## src/color_pkg.sv

```systemverilog
// Colour definitions for the VGA pixel pipeline.
// 12-bit RGB, 4 bits per channel, plus the palettes of both levels
// and the player block colour.
package color_pkg;

  // r[11:8] g[7:4] b[3:0]
  typedef logic [11:0] rgb_t;

  // blanking
  localparam rgb_t black = 12'h0_0_0;

  // main field, same on every level
  localparam rgb_t bg_main = 12'h1_1_5;

  // level 1, green stripes on dark blue
  localparam rgb_t bg_main_sh_1  = 12'h1_1_8;
  localparam rgb_t bg_strip_1    = 12'h0_9_6;
  localparam rgb_t bg_strip_sh_1 = 12'h0_6_4;

  // level 2, amber stripes
  localparam rgb_t bg_main_sh_2  = 12'h0_4_6;
  localparam rgb_t bg_strip_2    = 12'ha_7_0;
  localparam rgb_t bg_strip_sh_2 = 12'ha_9_0;

  // player block, bright yellow so it shows on both palettes
  localparam rgb_t rect_color = 12'hf_d_3;

endpackage

```

## src/vga_pkg.sv

```systemverilog
// Screen geometry shared by the VGA pixel pipeline.
// Holds the count and level types, the level FSM encoding and the
// side stripe band widths. Modules import it inside their bodies and
// use scoped names in their port lists.
package vga_pkg;

  // horizontal and vertical screen counts
  typedef logic [10:0] count_t;

  // level number as seen by the drawers, legal values 1 and 2
  typedef logic [3:0] level_t;

  localparam level_t level_one = 4'd1;
  localparam level_t level_two = 4'd2;

  // level FSM states
  // the pending request flag lives beside the state register
  typedef enum logic {
    lvl_one,
    lvl_two
  } level_state_t;

  // side stripe geometry in pixels
  localparam int stripe_w = 76;  // outer stripe, each side
  localparam int shadow_w = 4;   // each shadow band inward of the stripe

endpackage
```

## src/vga_top.sv

```systemverilog
// Top level of the VGA pixel pipeline.
// timing -> background -> player block, two cycles from the counters
// to the outputs. level_up requests the next palette, applied from the
// next frame. All timing and block sizes are set here and passed down.
module vga_top #(
  parameter int h_active = 1024,
  parameter int h_front  = 24,
  parameter int h_sync   = 136,
  parameter int h_back   = 160,
  parameter int v_active = 768,
  parameter int v_front  = 3,
  parameter int v_sync   = 6,
  parameter int v_back   = 29,
  parameter int rect_w   = 32,
  parameter int rect_h   = 4
) (
  input  logic            pclk,
  input  logic            rst,
  input  logic            level_up,
  input  vga_pkg::count_t xpos,
  input  vga_pkg::count_t ypos,
  output vga_pkg::count_t hcount,
  output vga_pkg::count_t vcount,
  output logic            hsync,
  output logic            vsync,
  output logic            hblnk,
  output logic            vblnk,
  output color_pkg::rgb_t rgb
);
  import vga_pkg::*;
  import color_pkg::*;

  // timing counter outputs
  count_t tim_hcount, tim_vcount;
  logic   tim_hsync, tim_hblnk, tim_vsync, tim_vblnk;
  logic   frame_end;
  level_t level;

  // background stage outputs
  count_t bg_hcount, bg_vcount;
  logic   bg_hsync, bg_hblnk, bg_vsync, bg_vblnk;
  rgb_t   bg_rgb;

  vga_timing #(
    .h_active(h_active), .h_front(h_front), .h_sync(h_sync), .h_back(h_back),
    .v_active(v_active), .v_front(v_front), .v_sync(v_sync), .v_back(v_back)
  ) i_vga_timing (
    .pclk, .rst,
    .hcount(tim_hcount), .vcount(tim_vcount),
    .hsync(tim_hsync), .hblnk(tim_hblnk), .vsync(tim_vsync), .vblnk(tim_vblnk),
    .frame_end
  );

  level_fsm i_level_fsm (
    .pclk, .rst, .level_up, .frame_end, .level
  );

  draw_background #(.h_active(h_active)) i_draw_background (
    .pclk, .rst,
    .vcount_in(tim_vcount), .hcount_in(tim_hcount),
    .vsync_in(tim_vsync), .vblnk_in(tim_vblnk),
    .hsync_in(tim_hsync), .hblnk_in(tim_hblnk),
    .level,
    .vcount_out(bg_vcount), .hcount_out(bg_hcount),
    .vsync_out(bg_vsync), .vblnk_out(bg_vblnk),
    .hsync_out(bg_hsync), .hblnk_out(bg_hblnk),
    .rgb_out(bg_rgb)
  );

  draw_rect #(.rect_w(rect_w), .rect_h(rect_h)) i_draw_rect (
    .pclk, .rst,
    .vcount_in(bg_vcount), .hcount_in(bg_hcount),
    .vsync_in(bg_vsync), .vblnk_in(bg_vblnk),
    .hsync_in(bg_hsync), .hblnk_in(bg_hblnk),
    .rgb_in(bg_rgb), .xpos, .ypos,
    .vcount_out(vcount), .hcount_out(hcount),
    .vsync_out(vsync), .vblnk_out(vblnk),
    .hsync_out(hsync), .hblnk_out(hblnk),
    .rgb_out(rgb)
  );

endmodule

```

## src/draw_rect.sv

```systemverilog
// Player block overlay, second stage of the pixel stream.
// Replaces the background colour with rect_color inside the block
// whose top-left corner is xpos, ypos. Everything else is delayed one
// cycle unchanged. xpos and ypos are held during a frame.
module draw_rect #(
  parameter int rect_w = 32,
  parameter int rect_h = 4
) (
  input  logic              pclk,
  input  logic              rst,
  input  vga_pkg::count_t   vcount_in,
  input  vga_pkg::count_t   hcount_in,
  input  logic              vsync_in,
  input  logic              vblnk_in,
  input  logic              hsync_in,
  input  logic              hblnk_in,
  input  color_pkg::rgb_t   rgb_in,
  input  vga_pkg::count_t   xpos,  // block left edge
  input  vga_pkg::count_t   ypos,  // block top line
  output vga_pkg::count_t   vcount_out,
  output vga_pkg::count_t   hcount_out,
  output logic              vsync_out,
  output logic              vblnk_out,
  output logic              hsync_out,
  output logic              hblnk_out,
  output color_pkg::rgb_t   rgb_out
);
  import color_pkg::*;

  logic in_rect;

  // sums are 32 bit, no wrap near the right edge
  assign in_rect = !(hblnk_in || vblnk_in) &&
                   (hcount_in >= xpos) && (hcount_in < xpos + rect_w) &&
                   (vcount_in >= ypos) && (vcount_in < ypos + rect_h);

  always_ff @(posedge pclk) begin
    if (rst) begin
      vcount_out <= '0;
      hcount_out <= '0;
      vsync_out  <= 1'b0;
      vblnk_out  <= 1'b0;
      hsync_out  <= 1'b0;
      hblnk_out  <= 1'b0;
      rgb_out    <= black;
    end else begin
      vcount_out <= vcount_in;
      hcount_out <= hcount_in;
      vsync_out  <= vsync_in;
      vblnk_out  <= vblnk_in;
      hsync_out  <= hsync_in;
      hblnk_out  <= hblnk_in;
      rgb_out    <= in_rect ? rect_color : rgb_in;  // block on top
    end
  end

  // background blanks to black and the block never draws in blanking
  a_black_in_blank: assert property (@(posedge pclk) disable iff (rst)
    (hblnk_out || vblnk_out) |-> (rgb_out == black));

endmodule

```

## src/draw_background.sv

```systemverilog
// Background drawer, first stage of the pixel stream.
// Paints side stripes, their shadow bands and the main field in the
// palette of the current level, black while blanking. Counts, syncs
// and blanks are delayed one cycle to stay aligned with rgb_out.
module draw_background #(
  parameter int h_active = 1024
) (
  input  logic              pclk,
  input  logic              rst,
  input  vga_pkg::count_t   vcount_in,
  input  vga_pkg::count_t   hcount_in,
  input  logic              vsync_in,
  input  logic              vblnk_in,
  input  logic              hsync_in,
  input  logic              hblnk_in,
  input  vga_pkg::level_t   level,
  output vga_pkg::count_t   vcount_out,
  output vga_pkg::count_t   hcount_out,
  output logic              vsync_out,
  output logic              vblnk_out,
  output logic              hsync_out,
  output logic              hblnk_out,
  output color_pkg::rgb_t   rgb_out
);
  import vga_pkg::*;
  import color_pkg::*;

  // band edges, left side counts up and right side counts down
  localparam int strip_l    = stripe_w;                   // end of left stripe
  localparam int strip_sh_l = stripe_w + shadow_w;
  localparam int main_sh_l  = stripe_w + 2 * shadow_w;
  localparam int strip_r    = h_active - stripe_w;        // start of right stripe
  localparam int strip_sh_r = strip_r - shadow_w;
  localparam int main_sh_r  = strip_r - 2 * shadow_w;

  rgb_t strip_c;
  rgb_t strip_sh_c;
  rgb_t main_sh_c;
  rgb_t rgb_nxt;

  // palette for the current level
  always_comb begin
    if (level == level_two) begin
      strip_c    = bg_strip_2;
      strip_sh_c = bg_strip_sh_2;
      main_sh_c  = bg_main_sh_2;
    end else begin
      strip_c    = bg_strip_1;
      strip_sh_c = bg_strip_sh_1;
      main_sh_c  = bg_main_sh_1;
    end
  end

  // first matching band wins
  always_comb begin
    if (vblnk_in || hblnk_in) rgb_nxt = black;
    else if (hcount_in < strip_l || hcount_in >= strip_r) rgb_nxt = strip_c;
    else if (hcount_in < strip_sh_l || hcount_in >= strip_sh_r) rgb_nxt = strip_sh_c;
    else if (hcount_in < main_sh_l || hcount_in >= main_sh_r) rgb_nxt = main_sh_c;
    else rgb_nxt = bg_main;
  end

  always_ff @(posedge pclk) begin
    if (rst) begin
      vcount_out <= '0;
      hcount_out <= '0;
      vsync_out  <= 1'b0;
      vblnk_out  <= 1'b0;
      hsync_out  <= 1'b0;
      hblnk_out  <= 1'b0;
      rgb_out    <= black;
    end else begin
      vcount_out <= vcount_in;  // pass through, one stage
      hcount_out <= hcount_in;
      vsync_out  <= vsync_in;
      vblnk_out  <= vblnk_in;
      hsync_out  <= hsync_in;
      hblnk_out  <= hblnk_in;
      rgb_out    <= rgb_nxt;
    end
  end

endmodule

```

## src/level_fsm.sv

```systemverilog
// Level state machine.
// Collects level_up pulses into one pending request and switches the
// level only on frame_end, so the palette never changes mid-frame.
// level is decoded from the state and feeds the background drawer.
module level_fsm (
  input  logic            pclk,
  input  logic            rst,
  input  logic            level_up,   // one-cycle request pulse
  input  logic            frame_end,  // one-cycle, last pixel of frame
  output vga_pkg::level_t level
);
  import vga_pkg::*;

  level_state_t state;
  level_state_t state_nxt;
  logic         pending;
  logic         req;

  // a pulse landing on the frame_end cycle still counts for this frame
  assign req = pending | level_up;

  always_comb begin
    state_nxt = state;
    if (frame_end && req) begin
      state_nxt = (state == lvl_one) ? lvl_two : lvl_one;  // toggle
    end
  end

  always_ff @(posedge pclk) begin
    if (rst) begin
      state   <= lvl_one;
      pending <= 1'b0;
    end else begin
      state <= state_nxt;
      if (frame_end) begin
        pending <= 1'b0;  // request served or nothing to serve
      end else begin
        pending <= req;   // several pulses merge into one
      end
    end
  end

  // output decode
  always_comb begin
    case (state)
      lvl_two: level = level_two;
      default: level = level_one;
    endcase
  end

  a_level_legal: assert property (@(posedge pclk) disable iff (rst)
    (level == level_one) || (level == level_two));

  // palette switch only right after the last pixel of a frame
  a_level_at_frame: assert property (@(posedge pclk) disable iff (rst)
    !$stable(level) |-> $past(frame_end));

endmodule

```

## src/vga_timing.sv

```systemverilog
// VGA timing generator.
// Free-running horizontal and vertical counters with registered sync,
// blank and frame-end outputs. All outputs come straight from flops.
// The eight timing values are set by the top level.
module vga_timing #(
  parameter int h_active = 1024,
  parameter int h_front  = 24,
  parameter int h_sync   = 136,
  parameter int h_back   = 160,
  parameter int v_active = 768,
  parameter int v_front  = 3,
  parameter int v_sync   = 6,
  parameter int v_back   = 29
) (
  input  logic            pclk,
  input  logic            rst,
  output vga_pkg::count_t hcount,
  output vga_pkg::count_t vcount,
  output logic            hsync,
  output logic            hblnk,
  output logic            vsync,
  output logic            vblnk,
  output logic            frame_end  // one cycle, last pixel of frame
);
  import vga_pkg::*;

  localparam int h_total  = h_active + h_front + h_sync + h_back;
  localparam int v_total  = v_active + v_front + v_sync + v_back;
  localparam int hs_start = h_active + h_front;  // first hsync pixel
  localparam int hs_end   = hs_start + h_sync;   // one past last
  localparam int vs_start = v_active + v_front;
  localparam int vs_end   = vs_start + v_sync;

  count_t hcount_nxt;
  count_t vcount_nxt;
  logic   h_wrap;
  logic   v_wrap;

  assign h_wrap = (hcount == count_t'(h_total - 1));  // end of line
  assign v_wrap = (vcount == count_t'(v_total - 1));  // last line

  // next position, the compares below work on it so outputs stay aligned
  always_comb begin
    hcount_nxt = h_wrap ? '0 : hcount + 1'b1;
    vcount_nxt = vcount;
    if (h_wrap) begin
      vcount_nxt = v_wrap ? '0 : vcount + 1'b1;  // step on line wrap
    end
  end

  always_ff @(posedge pclk) begin
    if (rst) begin
      hcount    <= '0;  // pixel (0,0) right after reset
      vcount    <= '0;
      hsync     <= 1'b0;
      hblnk     <= 1'b0;
      vsync     <= 1'b0;
      vblnk     <= 1'b0;
      frame_end <= 1'b0;
    end else begin
      hcount    <= hcount_nxt;
      vcount    <= vcount_nxt;
      hblnk     <= (hcount_nxt >= h_active);
      hsync     <= (hcount_nxt >= hs_start) && (hcount_nxt < hs_end);
      vblnk     <= (vcount_nxt >= v_active);
      vsync     <= (vcount_nxt >= vs_start) && (vcount_nxt < vs_end);
      frame_end <= (hcount_nxt == count_t'(h_total - 1)) &&
                   (vcount_nxt == count_t'(v_total - 1));
    end
  end

  // counters never leave the frame
  a_count_range: assert property (@(posedge pclk) disable iff (rst)
    (hcount < h_total) && (vcount < v_total));

endmodule

```

## config.mk

```make
export PLATFORM = sky130hd
export DESIGN_NAME = vga_top
export DESIGN_NICKNAME = d
export VERILOG_FILES = /design/src/color_pkg.sv /design/src/vga_pkg.sv /design/src/vga_top.sv /design/src/draw_rect.sv /design/src/draw_background.sv /design/src/level_fsm.sv /design/src/vga_timing.sv
export SDC_FILE = /design/constraint.sdc
export NUM_CORES = 1
export LEC_CHECK = 0
export BUFFER_PORTS_ARGS = -buffer_cell sky130_fd_sc_hd__buf_2
export CAP_MARGIN = 20
export CORE_ASPECT_RATIO = 0.8
export CORE_MARGIN = 10
export CORE_UTILIZATION = 58
export DETAILED_ROUTE_END_ITERATION = 12
export PLACE_DENSITY = 0.8
export SLEW_MARGIN = 0
export SYNTH_ARGS = -nofsm -noshare
export SYNTH_HDL_FRONTEND = slang
export SYNTH_HIERARCHICAL = 1
export SYNTH_SLANG_ARGS = --single-unit
```

## constraint.sdc

```tcl
create_clock -name pclk -period 2.8 [get_ports pclk]
set_input_delay 0.14 -clock pclk [delete_from_list [all_inputs] [get_ports pclk]]
set_output_delay 0.14 -clock pclk [all_outputs]
set_load 0.1 [all_outputs]
```

Yosys cells after proc, flatten, opt, wreduce, memory -nomap -nowiden
Cells that the tools add are included.
{"block": "totals", "regBits": 105, "in_bits": 25, "output_inout_bits": 38, "wordCells": 79}
{"block": "classes", "add_sub_neg": 4, "order_cmp": 16, "eq_ne": 5, "mux": 12, "bitwise": 1, "reduce_logical": 17}
{"op": "$lt 11x32->1", "count": 2}
{"op": "$mux 12", "count": 5}
{"op": "$ge 11x10->1 const B", "count": 5}
{"op": "$lt 11x7->1 const B", "count": 3}
{"op": "$mux 11", "count": 3}
{"op": "$add 11x1->11 const B", "count": 2}
{"op": "$eq 11x10->1 const B", "count": 2}
{"op": "$eq 11x11->1 const B", "count": 2}
{"op": "$ge 11x11->1", "count": 2}
{"op": "$ge 11x11->1 const B", "count": 2}
{"op": "$mux 9", "count": 2}
{"op": "$add 11x3->12 const B", "count": 1}
{"op": "$add 11x6->12 const B", "count": 1}
{"op": "$lt 11x10->1 const B", "count": 1}
{"op": "$lt 11x11->1 const B", "count": 1}
{"op": "$logic_and 1x1->1", "count": 8}
{"op": "$reduce_or 2->1", "count": 3}
{"op": "$logic_or 1x1->1", "count": 5}
{"op": "$eq 2x2->1 const B", "count": 1}
{"op": "$mux 2", "count": 1}
{"op": "$logic_not 1->1", "count": 1}
{"op": "$mux 1", "count": 1}
{"op": "$or 1x1->1", "count": 1}

Depth between registers and ports, before layout
{"block": "depth", "depth_word": 7, "ltp_mapped": 10, "mapped_depth_nobuf": 9}

Cells and area by module
Netlist, hierarchy kept.
{"module": "draw_rect", "n_inst": 1, "cells_each": 239, "area_each_um2": 2290.9, "seq_area_each_um2": 760.7}
{"module": "vga_timing", "n_inst": 1, "cells_each": 202, "area_each_um2": 1604.0, "seq_area_each_um2": 540.5}
{"module": "draw_background", "n_inst": 1, "cells_each": 107, "area_each_um2": 1204.9, "seq_area_each_um2": 720.7}
{"module": "level_fsm", "n_inst": 1, "cells_each": 13, "area_each_um2": 108.9, "seq_area_each_um2": 40.0}

Worst setup path before layout
No wires, ideal clock.
{"block": "synth_timing", "kind": "register to register", "startpoint": "register i_vga_timing.hcount[0]", "endpoint": "register i_vga_timing.vsync", "setup_time_ns": 0.103, "t_arrival_ns": 2.375, "path_slack_ns": 0.322, "stages_incl_launch_ff": 9, "n_path_buf": 1, "period_less_slack_ns": 2.478, "path_cell_list": "dfxtp_1 -> ha_1 -> nand4_1 -> or4_1 -> buf_2 -> nor4_1 -> xnor2_1 -> nand4b_1 -> a2111oi_2"}
{"block": "synth_via", "elab_chain_cells": 4}
{"item": "from (decl)", "line": "vga_timing.sv:17", "source": "output vga_pkg::count_t hcount,"}
{"item": "from (signal assigned)", "line": "vga_timing.sv:61", "source": "hcount <= hcount_nxt;"}
{"item": "$eq 11x11->1 (*)", "line": "vga_timing.sv:39", "source": "assign h_wrap = (hcount == count_t'(h_total - 1));"}
{"item": "$mux 11 (*)", "line": "vga_timing.sv:46", "source": "if (h_wrap) begin"}
{"item": "$ge 11x10->1 / $lt 11x10->1 (equally long branches)", "line": "vga_timing.sv:66", "source": "vsync <= (vcount_nxt >= vs_start) && (vcount_nxt < vs_end);"}
{"item": "$logic_and 1x1->1 (*)", "line": "vga_timing.sv:66"}
{"item": "to (signal assigned)", "line": "vga_timing.sv:66"}
{"item": "to (decl)", "line": "vga_timing.sv:21", "source": "output logic vsync,"}
Every way passes the cells marked *; elsewhere a longest branch is shown, timed or not.
A chain may end at the register's enable or synchronous reset.

Worst setup path after layout
{"block": "layout_timing", "startpoint": "register i_vga_timing.hcount[1]", "endpoint": "register i_vga_timing.vsync"}
Same word-level chain as after synthesis.

==> summary.txt <==
Run status
  – Status: complete, no violations

Clocking
  – TritonCTS sink count: 103
  – CTS tree: done
  – Clock Tree Root: clkbuf_16
  – H-tree level count: 3
  – # hold bufs at CTS: 0
  – PostCTS Resize Cnt: 0
  – Reg clk slew, reported paths: 70 ps
  – Clock latency on the worst-skew pair: 330 ps
  – Postcts setup bufs: 0
  – Cts bufs inserted: 9
  – Clock Path Buffers: 2

Route
  – Average wire per standard cell: 15.34 um
  – DRC Markers: 0
  – Routed wire length: 11.27 mm
  – Pre-antenna DRT Iters: 5
  – Post-route ant nets: 0
  – Via count: 4,194
  – Vias per cell: 5.706
  – DR iter-0 viols: 312

Critical path
  – Worst EP required: 3020 ps
  – Crit path max-delay cell type: or4_4
  – Arrival time worst endpoint: 2780 ps
  – Crit path buf inv count: 0
  – CP peak stage delay: 550 ps
  – Cell chain of the critical path: ha_4, nand4_1, or4_4, nor4_2, xnor2_1, nand4b_1, a2111oi_2
  – Worst path top cell family by delay: simple AND/OR/NAND/NOR gates
  – Crit start category: register
  – WS Path Type: register to register
  – Crit end category: register
  – Critical Path Fanout Max: 7

Global routing
  – Largest net degree at the start of global routing: 39
  – Vias in the first global route: 4,092
  – Initial antenna violation count: 0
  – GRT Util Overall: 0.1670
  – First-pass GRT wire length: 19.13 mm
  – Overflow after GRT: 0

Die
  – Die Span Y: 104.8 um
  – Io pins: 63
  – Effective utilization at floorplan: 0.6033
  – Die ar.: 13,190 um^2
  – DIE WIDTH: 126.0 um
  – Core Area: 8633 um^2
  – Std cell rows: 30

Cells and area
  – Nets: 686
  – # diodes: 0
  – Commonest cells after routing, fill and taps aside: 102 x dfxtp_1, 62 x buf_2, 55 x nor2b_1, 42 x ha_1, 37 x nor2_1
  – Layout area overhead: 13.93%
  – Share of cells above drive strength 1: 0.1974
  – Most common cell after layout, fill and taps aside: dfxtp_1
  – Fillers: 689

Timing
  – Setup TNS: 0 ps
  – RSZ-0062 raised after global routing: false
  – Final setup margin: 243.6 ps
  – Slew @ Worst Pin: 806.4 ps
  – Fmax: 391.2 MHz
  – Hold Violations, Final: 0
  – Final setup viols: 0
  – Tmin final: 2556 ps
  – Final Cycle Share: 0.9130
  – Rel. slew slack: 0.4624
  – Max-slew violations: 0
  – Fin Clk Skew: 8.734 ps
  – Worst hold slack: 103.1 ps

Placed design
  – Setup WS pre-CTS: 75.47 ps
  – PortBufs: 62
  – Final GP Congestion: 0.9169
  – Hpwl dp: 8.644 mm

Worst hold path
  – Worst Hold Class: input port to register

Yosys
  – Sequential area share after synthesis: 0.3959
  – Mean Syn Cell Area: 9.285 um^2
  – Yosys warns: 6
  – Synth Flop Type: dfxtp_1
  – FF+latch count, synth: 103
  – Netlist Area Pre-Place: 5209 um^2
  – Synth top area cells: dfxtp_1 40%, ha_1 10%, nor2b_1 6.6%
  – Count of different cell masters after synthesis: 75
  – Share of the synthesized area in the top cell type: 0.3959
  – Yosys top cell by area: dfxtp_1
  – EDFF count, synth: 0
  – Ys async rst share: 0
  – Synthesized instance count: 561

Power and ir drop
  – PD cells: 476.4 nW/um^2
  – Power share of the sequential group: 0.527
  – Lkg Pwr: 2.606 nW
  – Internal power: 0.002157 W
  – Combinational group share of total power: 0.073
  – Switching Share: 0.2372
  – Clk pwr share: 0.400
  – Sw power: 0.0006708 W
  – Worst vdd ir: 334.5 uV

Flow run
  – MaxCap Viol Count: 0
==> final timing paths <==
path | endpoint | startpoint | cells past startpoint | slack [ps]
max reg2reg | i_vga_timing/vsync | i_vga_timing/hcount[1] | 7 | 240
min reg2reg | i_draw_rect/rgb_out[6] | i_draw_background/rgb_out[6] | 2 | 430
max | i_vga_timing/vsync | i_vga_timing/hcount[1] | 7 | 240
min | i_level_fsm/pending | level_up | 3 | 100
==> worst reg2reg max path, delay by kind of cell, from the launching register on <==
kind	cells	cell delay [ps]
flip-flops	1	460
AND/OR/NAND/NOR	4	1220
AO/OA/AOI/OAI	1	330
XOR/XNOR	1	220
adder cells (fa/ha/maj)	1	220
==> registers in the layout (all words and copies together), names as in the netlist, 10 cells and up <==
signal / cells
i_draw_rect/vcount_out: 11
i_vga_timing/vcount: 11
i_draw_background/hcount_out: 11
i_draw_background/rgb_out: 10
i_vga_timing/hcount: 11
i_draw_rect/rgb_out: 12
i_draw_background/vcount_out: 11
i_draw_rect/hcount_out: 11
==> routing by layer <==
layer | up-vias | GRT usage | routed length [um]
met5 | - | 0 | 0
li1 | 2089 | - | -
met2 | 153 | 0.2668 | 5030
met3 | 11 | 0.05051 | 773
met4 | 0 | 0.04221 | 116
met1 | 1941 | 0.2147 | 5352
==> through the flow <==
stage                     area, um^2    util  instances  total power (W)
after floorplan                 5213       -        562         0.001668
after global placement          5624  0.6514        718         0.001718
after detailed placement        5624  0.6514        718         0.001726
after CTS                       5899  0.6833        734         0.002854
after global routing            5934  0.6874        735         0.002938
final                           5934  0.6874        735         0.002827
==> cells in the mapped netlist, types with 9 or more instances <==
master / n
nand3_1: 21
dfxtp_1: 103
ha_1: 43
nor2b_1: 55
o41ai_2: 9
nor2_1: 37
nand2_1: 33
a21oi_1: 24
o21ai_0: 11
nand4_1: 10
xnor2_1: 22
inv_1: 31
clkbuf_1: 19
nor3_1: 18
==> kinds of logic (layout without fill, tap and decap cells) <==
family | after synthesis | count (layout) | synth area share
compound gates | 97 | 97 | 0.1569
fa+ha+maj | 43 | 43 | 0.1033
mux | 4 | 4 | 0.008647
buf+inv | 65 | 126 | 0.05381
xor+xnor | 29 | 29 | 0.04876
other cells | 2 | 3 | 0.001442
flops | 103 | 103 | 0.3959
simple gates | 218 | 218 | 0.2313
==> power by group through the flow <==
stage               Clock (W)  Combinational [W]  Sequential (W)
floorplan                   0           0.000109         0.00156
finish                0.00113           0.000207         0.00149
global route          0.00122           0.000229         0.00149
global placement            0           0.000198         0.00152
CTS                   0.00116           0.000205         0.00149
detailed placement          0           0.000204         0.00152
==> area by class of cell <==
class | instances | area, um^2 | area share
Clock inverter | 6 | 46.29 | 0.007801
Sequential cell | 103 | 2063 | 0.3477
Inverter | 31 | 116.4 | 0.01961
Clock buffer | 10 | 229.0 | 0.03858
Tap cell | 112 | 140.1 | 0.02361
Timing Repair Buffer | 79 | 441.7 | 0.07443
Multi-Input combinational cell | 394 | 2898 | 0.4883
Power figures use the tool's default switching activity.
